===== src/include/motor_regs_config.svh =====
// Motor register block configuration
// Channel counts, field widths and the host register address map

`ifndef MOTOR_REGS_CONFIG_SVH
`define MOTOR_REGS_CONFIG_SVH

// Host bus
`define MR_ADDR_W        6
`define MR_DATA_W        8

`define MR_NUM_DRIVE     4     // Swerve drive motors
`define MR_NUM_ROT       4     // Swerve rotation motors

// Field widths
`define MR_ANGLE_W       12
`define MR_PWM_W         5
`define MR_TEMP_W        6
`define MR_OVRD_W        6

// Address map
`define MR_BCAST_ALL     6'h01 // Every drive control register
`define MR_BCAST_DRIVE   6'h03 // Same effect, drive-only alias
`define MR_DRIVE_BASE    6'h04 // Control then status, two per channel
`define MR_ROT_BASE      6'h0C
`define MR_ROT_STRIDE    7

// Offsets inside one rotation group
`define MR_ROT_OFS_CTRL   6'd0
`define MR_ROT_OFS_TGT_LO 6'd1
`define MR_ROT_OFS_ANG_LO 6'd2
`define MR_ROT_OFS_ANG_HI 6'd3 // Also the command register
`define MR_ROT_OFS_KP     6'd4
`define MR_ROT_OFS_KIKD   6'd5
`define MR_ROT_OFS_OVRD   6'd6

`endif

===== src/verilog/motor_regs_pkg.sv =====
// Motor register types
// Vector typedefs and structs shared by the register block and its testbench

`include "motor_regs_config.svh"

package motor_regs_pkg;

    typedef logic [`MR_ADDR_W-1:0]  reg_addr_t;
    typedef logic [`MR_DATA_W-1:0]  reg_data_t;
    typedef logic [`MR_ANGLE_W-1:0] angle_t;
    typedef logic [`MR_PWM_W-1:0]   pwm_duty_t;
    typedef logic [`MR_TEMP_W-1:0]  adc_temp_t;
    typedef logic [`MR_OVRD_W-1:0]  ovrd_ratio_t;
    typedef logic [7:0]             gain_t;      // Kp, fixed point 4.4
    typedef logic [3:0]             gain_frac_t; // Ki or Kd, fixed point 0.4

    typedef struct packed {
        reg_addr_t address;
        logic      write_en;
        reg_data_t wr_data;
    } host_bus_t;

    // Same layout as the drive control byte
    typedef struct packed {
        logic      brake;
        logic      enable;
        logic      direction;
        pwm_duty_t duty;
    } drive_ctrl_t;

    // Same layout as the drive status byte
    typedef struct packed {
        logic      fault;
        logic      startup_fail;
        adc_temp_t temp;
    } drive_status_t;

    typedef struct packed {
        logic        calib_en;     // I2C calibration override
        logic        enable;
        logic        stall_chk_en;
        angle_t      target_angle;
        gain_t       kp;
        gain_frac_t  ki;
        gain_frac_t  kd;
        logic        ovrd_en;      // PWM override
        logic        ovrd_dir;
        ovrd_ratio_t ovrd_ratio;
    } rot_ctrl_t;

    typedef struct packed {
        angle_t current_angle;
        logic   angle_done;
        logic   startup_fail;
    } rot_sense_t;

    typedef struct packed {
        logic update_angle;
        logic abort_angle;
    } rot_cmd_t;

endpackage


===== src/verilog/motor_regs.sv =====
// Swerve robot motor register block
// Host register bus with drive and rotation channel arrays and a registered read port

`timescale 1ns/1ps

`include "motor_regs_config.svh"

module motor_regs
    import motor_regs_pkg::*;
(
    input  logic          clock,
    input  logic          arst_n,
    input  reg_addr_t     address,
    input  logic          write_en,
    input  logic          read_en,
    input  reg_data_t     wr_data,
    output reg_data_t     rd_data,
    output drive_ctrl_t   drive_ctrl   [`MR_NUM_DRIVE],
    input  drive_status_t drive_status [`MR_NUM_DRIVE],
    output rot_ctrl_t     rot_ctrl     [`MR_NUM_ROT],
    input  rot_sense_t    rot_sense    [`MR_NUM_ROT],
    output rot_cmd_t      rot_cmd      [`MR_NUM_ROT]
);

    host_bus_t bus;
    reg_data_t drive_rd [`MR_NUM_DRIVE];  // Per-channel read bytes
    reg_data_t rot_rd   [`MR_NUM_ROT];
    reg_data_t rd_next;

    // Same bus to every channel
    assign bus.address  = address;
    assign bus.write_en = write_en;
    assign bus.wr_data  = wr_data;

    for (genvar i = 0; i < `MR_NUM_DRIVE; i++) begin : g_drive
        drive_channel #(
            .CHANNEL (i)
        ) u_drive (
            .clock     (clock),
            .arst_n    (arst_n),
            .bus       (bus),
            .status_in (drive_status[i]),
            .ctrl      (drive_ctrl[i]),
            .rd_byte   (drive_rd[i])
        );
    end

    for (genvar j = 0; j < `MR_NUM_ROT; j++) begin : g_rot
        rotation_channel #(
            .CHANNEL (j)
        ) u_rot (
            .clock   (clock),
            .arst_n  (arst_n),
            .bus     (bus),
            .sense   (rot_sense[j]),
            .ctrl    (rot_ctrl[j]),
            .cmd     (rot_cmd[j]),
            .rd_byte (rot_rd[j])
        );
    end

    // Unaddressed channels give zero, so OR is the mux
    // Unmapped addresses therefore read as zero
    always_comb begin
        rd_next = '0;
        for (int i = 0; i < `MR_NUM_DRIVE; i++)
            rd_next = rd_next | drive_rd[i];
        for (int j = 0; j < `MR_NUM_ROT; j++)
            rd_next = rd_next | rot_rd[j];
    end

    // One-cycle read, holds when idle
    always_ff @(posedge clock or negedge arst_n) begin
        if (!arst_n)
            rd_data <= '0;
        else if (read_en)
            rd_data <= rd_next; // Pre-edge contents
    end

endmodule


===== src/verilog/rotation_channel.sv =====
// Swerve rotation channel
// Control, target angle, PID gains, PWM override, angle snapshot and commands

`timescale 1ns/1ps

`include "motor_regs_config.svh"

module rotation_channel
    import motor_regs_pkg::*;
#(
    parameter int CHANNEL = 0
) (
    input  logic       clock,
    input  logic       arst_n,
    input  host_bus_t  bus,
    input  rot_sense_t sense,
    output rot_ctrl_t  ctrl,
    output rot_cmd_t   cmd,
    output reg_data_t  rd_byte
);

    localparam reg_addr_t BASE_ADDR = reg_addr_t'(`MR_ROT_BASE + `MR_ROT_STRIDE * CHANNEL);
    localparam reg_addr_t LAST_ADDR = reg_addr_t'(BASE_ADDR + `MR_ROT_STRIDE - 1);

    logic       in_range;
    reg_addr_t  ofs;
    logic [6:0] ctrl_q;    // calib, enable, stall check, target[11:8]
    reg_data_t  tgt_lo_q;
    gain_t      kp_q;
    reg_data_t  kikd_q;    // Ki high nibble, Kd low nibble
    reg_data_t  ovrd_q;
    angle_t     snap_q;    // Held copy so both angle bytes agree
    logic       done_q;
    logic       cmd_wr;

    assign in_range = (bus.address >= BASE_ADDR) && (bus.address <= LAST_ADDR);
    assign ofs      = bus.address - BASE_ADDR;
    assign cmd_wr   = bus.write_en && in_range && (ofs == `MR_ROT_OFS_ANG_HI);

    always_ff @(posedge clock or negedge arst_n) begin
        if (!arst_n) begin
            ctrl_q   <= '0;
            tgt_lo_q <= '0;
            kp_q     <= '0;
            kikd_q   <= '0;
            ovrd_q   <= '0;
            snap_q   <= '0;
            done_q   <= 1'b0;
            cmd      <= '0;
        end else begin
            if (bus.write_en && in_range) begin
                case (ofs)
                    `MR_ROT_OFS_CTRL:   ctrl_q   <= {bus.wr_data[7:5], bus.wr_data[3:0]};
                    `MR_ROT_OFS_TGT_LO: tgt_lo_q <= bus.wr_data;
                    `MR_ROT_OFS_KP:     kp_q     <= bus.wr_data;
                    `MR_ROT_OFS_KIKD:   kikd_q   <= bus.wr_data;
                    `MR_ROT_OFS_OVRD:   ovrd_q   <= bus.wr_data;
                    default: ;                        // Angle bytes are not writable
                endcase
            end
            if (cmd_wr && bus.wr_data[6])
                snap_q <= sense.current_angle;        // Capture on request
            done_q <= sense.angle_done;
            // One-cycle pulses after the command write
            cmd.update_angle <= cmd_wr && bus.wr_data[5];
            cmd.abort_angle  <= cmd_wr && bus.wr_data[4];
        end
    end

    always_comb begin
        ctrl.calib_en     = ctrl_q[6];
        ctrl.enable       = ctrl_q[5];
        ctrl.stall_chk_en = ctrl_q[4];
        ctrl.target_angle = {ctrl_q[3:0], tgt_lo_q};
        ctrl.kp           = kp_q;
        ctrl.ki           = kikd_q[7:4];
        ctrl.kd           = kikd_q[3:0];
        ctrl.ovrd_en      = ovrd_q[7];
        ctrl.ovrd_dir     = ovrd_q[6];
        ctrl.ovrd_ratio   = ovrd_q[5:0];
    end

    // Readback, zero outside this group
    always_comb begin
        rd_byte = '0;
        if (in_range) begin
            case (ofs)
                // Bit 4 shows this channel's own startup fail
                `MR_ROT_OFS_CTRL:   rd_byte = {ctrl_q[6:4], sense.startup_fail, ctrl_q[3:0]};
                `MR_ROT_OFS_TGT_LO: rd_byte = tgt_lo_q;
                `MR_ROT_OFS_ANG_LO: rd_byte = snap_q[7:0];
                `MR_ROT_OFS_ANG_HI: rd_byte = {done_q, 3'b000, snap_q[11:8]};
                `MR_ROT_OFS_KP:     rd_byte = kp_q;
                `MR_ROT_OFS_KIKD:   rd_byte = kikd_q;
                `MR_ROT_OFS_OVRD:   rd_byte = ovrd_q;
                default:            rd_byte = '0;
            endcase
        end
    end

endmodule


===== src/verilog/drive_channel.sv =====
// Drive motor channel
// Control register with broadcast decode, sampled status register

`timescale 1ns/1ps

`include "motor_regs_config.svh"

module drive_channel
    import motor_regs_pkg::*;
#(
    parameter int CHANNEL = 0
) (
    input  logic          clock,
    input  logic          arst_n,
    input  host_bus_t     bus,
    input  drive_status_t status_in,
    output drive_ctrl_t   ctrl,
    output reg_data_t     rd_byte
);

    // Control at even address, status right after it
    localparam reg_addr_t CTRL_ADDR   = reg_addr_t'(`MR_DRIVE_BASE + 2 * CHANNEL);
    localparam reg_addr_t STATUS_ADDR = reg_addr_t'(`MR_DRIVE_BASE + 2 * CHANNEL + 1);

    drive_status_t status_q;
    logic          ctrl_wr;

    // Own address or either broadcast
    assign ctrl_wr = bus.write_en &&
                     ((bus.address == CTRL_ADDR) ||
                      (bus.address == `MR_BCAST_ALL) ||
                      (bus.address == `MR_BCAST_DRIVE));

    always_ff @(posedge clock or negedge arst_n) begin
        if (!arst_n) begin
            ctrl     <= '0;
            status_q <= '0;
        end else begin
            if (ctrl_wr)
                ctrl <= drive_ctrl_t'(bus.wr_data); // Byte maps straight onto fields
            status_q <= status_in;                  // Resampled every edge
        end
    end

    // Zero when not addressed so the top can OR channels together
    always_comb begin
        if (bus.address == CTRL_ADDR)
            rd_byte = reg_data_t'(ctrl);
        else if (bus.address == STATUS_ADDR)
            rd_byte = reg_data_t'(status_q);
        else
            rd_byte = '0;
    end

endmodule


===== config.mk =====
export PLATFORM = sky130hd
export DESIGN_NAME = motor_regs
export DESIGN_NICKNAME = d
export VERILOG_FILES = /design/src/verilog/motor_regs_pkg.sv /design/src/verilog/motor_regs.sv /design/src/verilog/rotation_channel.sv /design/src/verilog/drive_channel.sv
export VERILOG_INCLUDE_DIRS = /design/src /design/src/include
export SDC_FILE = /design/constraint.sdc
export NUM_CORES = 1
export LEC_CHECK = 0
export BUFFER_PORTS_ARGS = -buffer_cell sky130_fd_sc_hd__buf_2
export CAP_MARGIN = 20
export CELL_PAD_IN_SITES_DETAIL_PLACEMENT = 0
export CELL_PAD_IN_SITES_GLOBAL_PLACEMENT = 2
export CORE_MARGIN = 5
export CORE_UTILIZATION = 37
export CTS_CLUSTER_DIAMETER = 150
export CTS_CLUSTER_SIZE = 12
export DETAILED_ROUTE_END_ITERATION = 6
export GPL_TIMING_DRIVEN = 0
export PLACE_DENSITY_LB_ADDON = 0.1
export SYNTH_ARGS = -nofsm -noshare
export SYNTH_HDL_FRONTEND = slang
export SYNTH_HIERARCHICAL = 1
export SYNTH_SLANG_ARGS = --single-unit
export TNS_END_PERCENT = 20

===== constraint.sdc =====
create_clock -name clock -period 1.58 [get_ports clock]
set_input_delay 0.158 -clock clock [delete_from_list [all_inputs] [get_ports clock]]
set_output_delay 0.158 -clock clock [all_outputs]
set_load 0.02 [all_outputs]

=== Word-level counts from Yosys, hierarchy flattened ===
Index checks and enable logic that the tools add are counted.

* Register bits: 288
* Bits in latches: 0
* RAM bits: 0
* Memory bits (read-only): 0
* Bits of input ports: 106
* Output and inout bits: 204
* Word-level logic and storage cells: 194
* Memories kept: 0

* $add $sub $neg: 4
* Multipliers: 0
* Divide/modulo/power cells: 0
* Order comparisons: 8
* Equal/unequal tests: 34
* Shifts and indexed selects: 0
* Muxes and demuxes: 16
* Bitwise operators: 7
* Reductions and logical operators: 60

{| class="wikitable"
|+ Operators by type and width
! kind !! number
|-
| $pmux W8 S7 || 4
|-
| $eq A6 B3 Y1 const B || 16
|-
| $mux W8 || 12
|-
| $or A8 B8 Y8 || 7
|-
| $eq A6 B2 Y1 const B || 9
|-
| $reduce_and A2 Y1 || 20
|-
| $eq A6 B1 Y1 const B || 5
|-
| $logic_and A1 B1 Y1 || 28
|-
| $eq A6 B4 Y1 const B || 4
|-
| $logic_not A6 Y1 || 4
|-
| $ge A6 B5 Y1 const B || 2
|-
| $le A6 B5 Y1 const B || 2
|-
| $le A6 B6 Y1 const B || 2
|-
| $sub A6 B5 Y6 const B || 2
|-
| $logic_or A1 B1 Y1 || 8
|-
| $ge A6 B4 Y1 const B || 1
|-
| $ge A6 B6 Y1 const B || 1
|-
| $sub A6 B4 Y6 const B || 1
|-
| $sub A6 B6 Y6 const B || 1
|}

=== Logic depth before layout (Yosys ltp) ===
* Depth after elaboration: 10
* Depth in mapped cells: 10
* Depth with buffers taken out: 9

=== By module ===
Netlist, hierarchy kept.

{| class="wikitable"
|+ Modules (own cells, without submodules)
! module !! times used !! cells each !! area each (um2) !! sequential area each (um2)
|-
| rotation_channel (g_rot[2].u_rot) || 1 || 223 || 2805.2 || 1351.3
|-
| rotation_channel (g_rot[0].u_rot) || 1 || 187 || 2603.7 || 1351.3
|-
| rotation_channel (g_rot[3].u_rot) || 1 || 172 || 2602.5 || 1351.3
|-
| rotation_channel (g_rot[1].u_rot) || 1 || 186 || 2563.7 || 1351.3
|-
| drive_channel (g_drive[1].u_drive ...) || 2 || 41 || 631.9 || 400.4
|-
| drive_channel (g_drive[0].u_drive) || 1 || 41 || 651.9 || 400.4
|-
| drive_channel (g_drive[2].u_drive) || 1 || 39 || 634.4 || 400.4
|-
| motor_regs || 1 || 50 || 439.2 || 200.2
|}

=== Worst setup path before layout ===
No wires, ideal clock.

* Path kind: input to register
* Start: in address[1]
* End: reg g_rot[2].u_rot.kikd_q[0]
* Library setup time: 125 ps
* Arrival: 1971 ps
* Required time: 1455 ps
* Slack: -516 ps
* Stages: 8
* Buffers on the path: 1
* Cells stage by stage: inv_1 -> ha_1 -> xor2_1 -> or3_4 -> a211oi_4 -> and3_1 -> buf_6 -> mux2_4

* Longest elaborated chain between the ends: 4
* Elaborated cells on any way between the ends: 7
* Classes of those cells: add/sub (1); order compare (2); eq/ne (1); reduce/logical (3)

{| class="wikitable"
|+ RTL lines
! element !! line !! RTL
|-
| start: declaration || motor_regs.sv:13 || <nowiki>input reg_addr_t address,</nowiki>
|-
| branches (longest 3 deep; another with $sub A6 B5 Y6) || - ||
|-
| $reduce_and A2 Y1 (no line) (*) || - ||
|-
| end signal: assignment || rotation_channel.sv:56 || <nowiki>`MR_ROT_OFS_KIKD: kikd_q <= bus.wr_data;</nowiki>
|-
| end: declaration || rotation_channel.sv:30 || <nowiki>reg_data_t kikd_q;</nowiki>
|}

Every way passes the cells marked *.
A chain may end at the register's enable or synchronous reset.

=== Final worst setup path ===
* Start: in address[1]
* End: reg g_rot[2].u_rot.ovrd_q[7]

* Longest elaborated chain between the ends: 4
* Elaborated cells on any way between the ends: 7
* Classes of those cells: add/sub (1); order compare (2); eq/ne (1); reduce/logical (3)

{| class="wikitable"
|+ RTL lines
! element !! line !! RTL
|-
| branches (longest 3 deep; another with $sub A6 B5 Y6) || - ||
|-
| $reduce_and A2 Y1 (no line) (*) || - ||
|-
| end signal: assignment || rotation_channel.sv:57 || <nowiki>`MR_ROT_OFS_OVRD: ovrd_q <= bus.wr_data;</nowiki>
|-
| end: declaration || rotation_channel.sv:31 || <nowiki>reg_data_t ovrd_q;</nowiki>
|}

Marked as above.

==> results.json <==
{
  "min-delay-start": "address[0]",
  "crit_fanout": 8,
  "place.gp.congestion": 0.768,
  "route.detailed.wl_per_inst_um": 24.5,
  "dr.pass1.iters": 4,
  "seqCellArea_um2": 7210,
  "clock_sinks": 288,
  "vias": 9943,
  "multi_input_area_um2": 6400,
  "finalWorstSetupSlack_ns": -0.119,
  "syn_inst": 980,
  "crit_buf_inv": 3,
  "cp_top_family": "simple AND/OR/NAND/NOR gates",
  "ys_ff_latch": 288,
  "core_area_um2": 36400,
  "synth_top_flop_cell": "dfrtp_1",
  "crit_path_start_kind": "input pin",
  "first_global_vias": 10800,
  "worstMarginPinSlew_ns": 0.956,
  "fin_crit_ns": 1.70,
  "hp-class": "in2reg",
  "setup_viol": 50,
  "synthArstFlopShare_pct": 100,
  "cts_tree": "done",
  "routed_wl_mm": 46.8,
  "ir_worst_vdd_mv": 0.878,
  "antenna_found_initial": 4,
  "yosysTopAreaCell": "dfrtp_1",
  "ys_seq_area_share_pct": 53.1,
  "slowest_delay_ns": 0.36,
  "die_w_um": 201,
  "overflow": 0,
  "io_pins": 310,
  "area_growth_pct": 33.6,
  "synth_edf_count": 0,
  "first_iter_violations": 444,
  "reg2reg_setup_slack_ns": -0.11,
  "pre_cts_ws_ns": -2.07,
  "violations": "negative setup slack",
  "power_mw": 18.1,
  "grt_usage_pct": 22.6,
  "synth_area_leaders": "dfrtp_1 (53%), mux2_2 (17%), mux2i_1 (3.5%), mux2_4 (3.5%), mux4_2 (1.8%)",
  "die_h_um": 201,
  "r2r_cells": 5,
  "worstSetupEndpointType": "flop",
  "reg2reg_to": "rd_data[7]",
  "synth_top_area_share_pct": 53.1,
  "numCtsBuffers": 27,
  "slew_violations": 0,
  "cp.arrival_ns": 2.13,
  "start_util_pct": 37.2,
  "rsz0062_at_grt": "true",
  "slowest_stage": "or3_4",
  "fillers": 3419,
  "root_buffer": "clkbuf_16",
  "worstSetupPathType": "in2reg",
  "setup_tns_ns": -4.02,
  "finalClockSkew_ns": 0.0246,
  "post-route-period-util_pct": 108,
  "drc": 0,
  "max_cap_viol_count": 0,
  "clk-insertion-delay-late_ns": 0.57,
  "cts.path.max_buffers": 3,
  "fmax_mhz": 589,
  "yosys_warnings": 6,
  "avgSynthCellArea_um2": 13.8,
  "die_area_um2": 40600,
  "drtAntennaViolNets": 0,
  "grt_max_degree": 113,
  "r2r_start": "g_rot[0].u_rot/snap_q[7]",
  "power.density_nw_per_um2": 997,
  "hold_path_depth": 4,
  "vias_per_cell": 5.21,
  "portBuffers": 308,
  "yosys.cell_types.count": 78,
  "synth_fp_nets": 1088,
  "crit_chain": "buf_16, clkinvlp_4, ha_4, xor2_1, or3_4, a211oi_4, buf_6, and3_4, mux2_4",
  "run_status": "complete, but fails checks",
  "core.rowCount": 70,
  "grt_pass1_wl_mm": 70.3,
  "dp.final_hpwl_mm": 32.2,
  "worst_ep_required_time_ns": 2.01,
  "hold_viol": 0,
  "syn_area_um2": 13600,
  "final_layout_size_suffix_gt1_share_pct": 52.5,
  "num-nets-final": 1546,
  "cts.clk_slew.worst_paths_ns": 0.06,
  "p_leak_nw": 8.98,
  "relSlewSlack_pct": 35.7,
  "min_to": "g_rot[0].u_rot/cmd[0]",
  "cts_max_level": 1
}
[synth_stat cells (5+ instances only)]
cell	instances
nand2b_1	5
mux2_1	13
a21oi_1	21
mux2i_1	48
o21ai_0	13
clkbuf_1	5
and3_1	9
a22o_2	5
buf_2	16
a22o_1	27
nand2_1	33
dfrtp_1	288
nor3_1	18
and2_1	10
o22ai_1	9
nor2b_1	11
nor2_1	35
a221oi_1	5
inv_1	22
a41oi_1	8
o221ai_1	7
nor3_2	7
nand3_1	8
mux2_2	207
mux2_4	32
a22oi_1	6
buf_6	11
nor4_1	9
mux4_2	11
[flip-flops by register name (all words and copies together), names as in the netlist]
name and cells:
g_rot.u_rot/snap_q 48, g_drive.u_drive/ctrl 32, g_drive.u_drive/status_q 32, g_rot.u_rot/kikd_q 32
g_rot.u_rot/kp_q 32, g_rot.u_rot/ovrd_q 32, g_rot.u_rot/tgt_lo_q 32, g_rot.u_rot/ctrl_q 28
g_rot.u_rot/cmd 8, rd_data 8, g_rot.u_rot/done_q 4
[power by group]
| part | internal (mW) | switching [mW] |
|---|---|---|
| Clock | 3.00 | 2.70 |
| Combinational | 1.62 | 2.16 |
| Sequential | 8.08 | 0.513 |
| Total | 12.7 | 5.37 |
[cell families after synthesis]
group / after synthesis / synth area share [%]
adders and majority gates: 2 / 0.184
buffers and inverters: 59 / 2.45
xor gates and xnor gates: 2 / 0.129
DFF: 288 / 53.1
muxes: 313 / 27.6
AOI/OAI and AO/OA: 120 / 6.96
and+or+nand+nor: 196 / 9.57
[placed cells by master (no fill, tap or decap), types with 27 or more instances in the layout]
cell type and n:
nor2_1 33, buf_4 37, dlygate4sd3_1 86, nand2_1 28
clkbuf_16 27, mux2_4 33, buf_2 311, dfrtp_1 288
a22o_1 27, mux2i_1 45, mux2_2 206
[metal layers]
| layer | wire (um) | track usage (%) | up-vias |
|---|---|---|---|
| met5 | 13 | 0 | - |
| met4 | 870 | 4.57 | 2 |
| met3 | 2580 | 5.25 | 43 |
| met2 | 22400 | 37.3 | 234 |
| met1 | 20900 | 30.9 | 5112 |
| li1 | - | - | 4552 |
[timing repair]
item	4_1_cts	5_1_grt
cloned	3	0
pin swaps	15	17
endpoints found under the setup margin	120	58
setup buffers	26	8
gates resized for setup	73	39
hold buffers	86	0
endpoints found under the hold margin	171	0
[through the flow]
step                util [%]  instances  hold WS, ns  cell area [um^2]
CTS                     49.0       1898       0.0792             17900
global route            49.7       1906        0.118             18100
detailed placement      43.3       1758        0.205             15800
finish                  49.7       1907        0.114             18100
global placement        43.1       1756        0.268             15700
floorplan                  -        980       -0.138             13600
[worst reg2reg max path, delay by kind of cell, from the launching register on]
kind | cells | cell delay (ns)
flip-flops | 1 | 0.38
multiplexers | 1 | 0.51
AO/OA/AOI/OAI | 2 | 0.21
AND/OR/NAND/NOR | 2 | 0.43
[final cells by class]
| cell class | count | area share, % |
|---|---|---|
| diodes | 2 | 0.0276 |
| plain buffers | 33 | 1.42 |
| clock buffers | 27 | 3.73 |
| clock inverters | 1 | 0.0483 |
| inverters | 22 | 0.477 |
| multi-input cells | 633 | 35.4 |
| flip-flops and latches | 288 | 39.8 |
| well taps | 468 | 3.23 |
| repair buffers | 433 | 15.9 |
[worst max-delay path by stage]
stage,start,endpoint,slack [ns],cells after the start
2_1_floorplan,address[1],g_rot[2].u_rot/kikd_q[0],-0.47,8
3_3_place_gp,arst_n,g_rot[1].u_rot/done_q,-5.32,1
3_5_place_dp,address[1],rd_data[7],-2.07,11
4_1_cts,g_rot[0].u_rot/snap_q[11],rd_data[3],-0.15,5
5_1_grt,g_rot[0].u_rot/snap_q[11],rd_data[3],-0.18,5
6_report,address[1],g_rot[2].u_rot/ovrd_q[7],-0.12,9
Note: power is estimated with default switching activity, not from simulation.
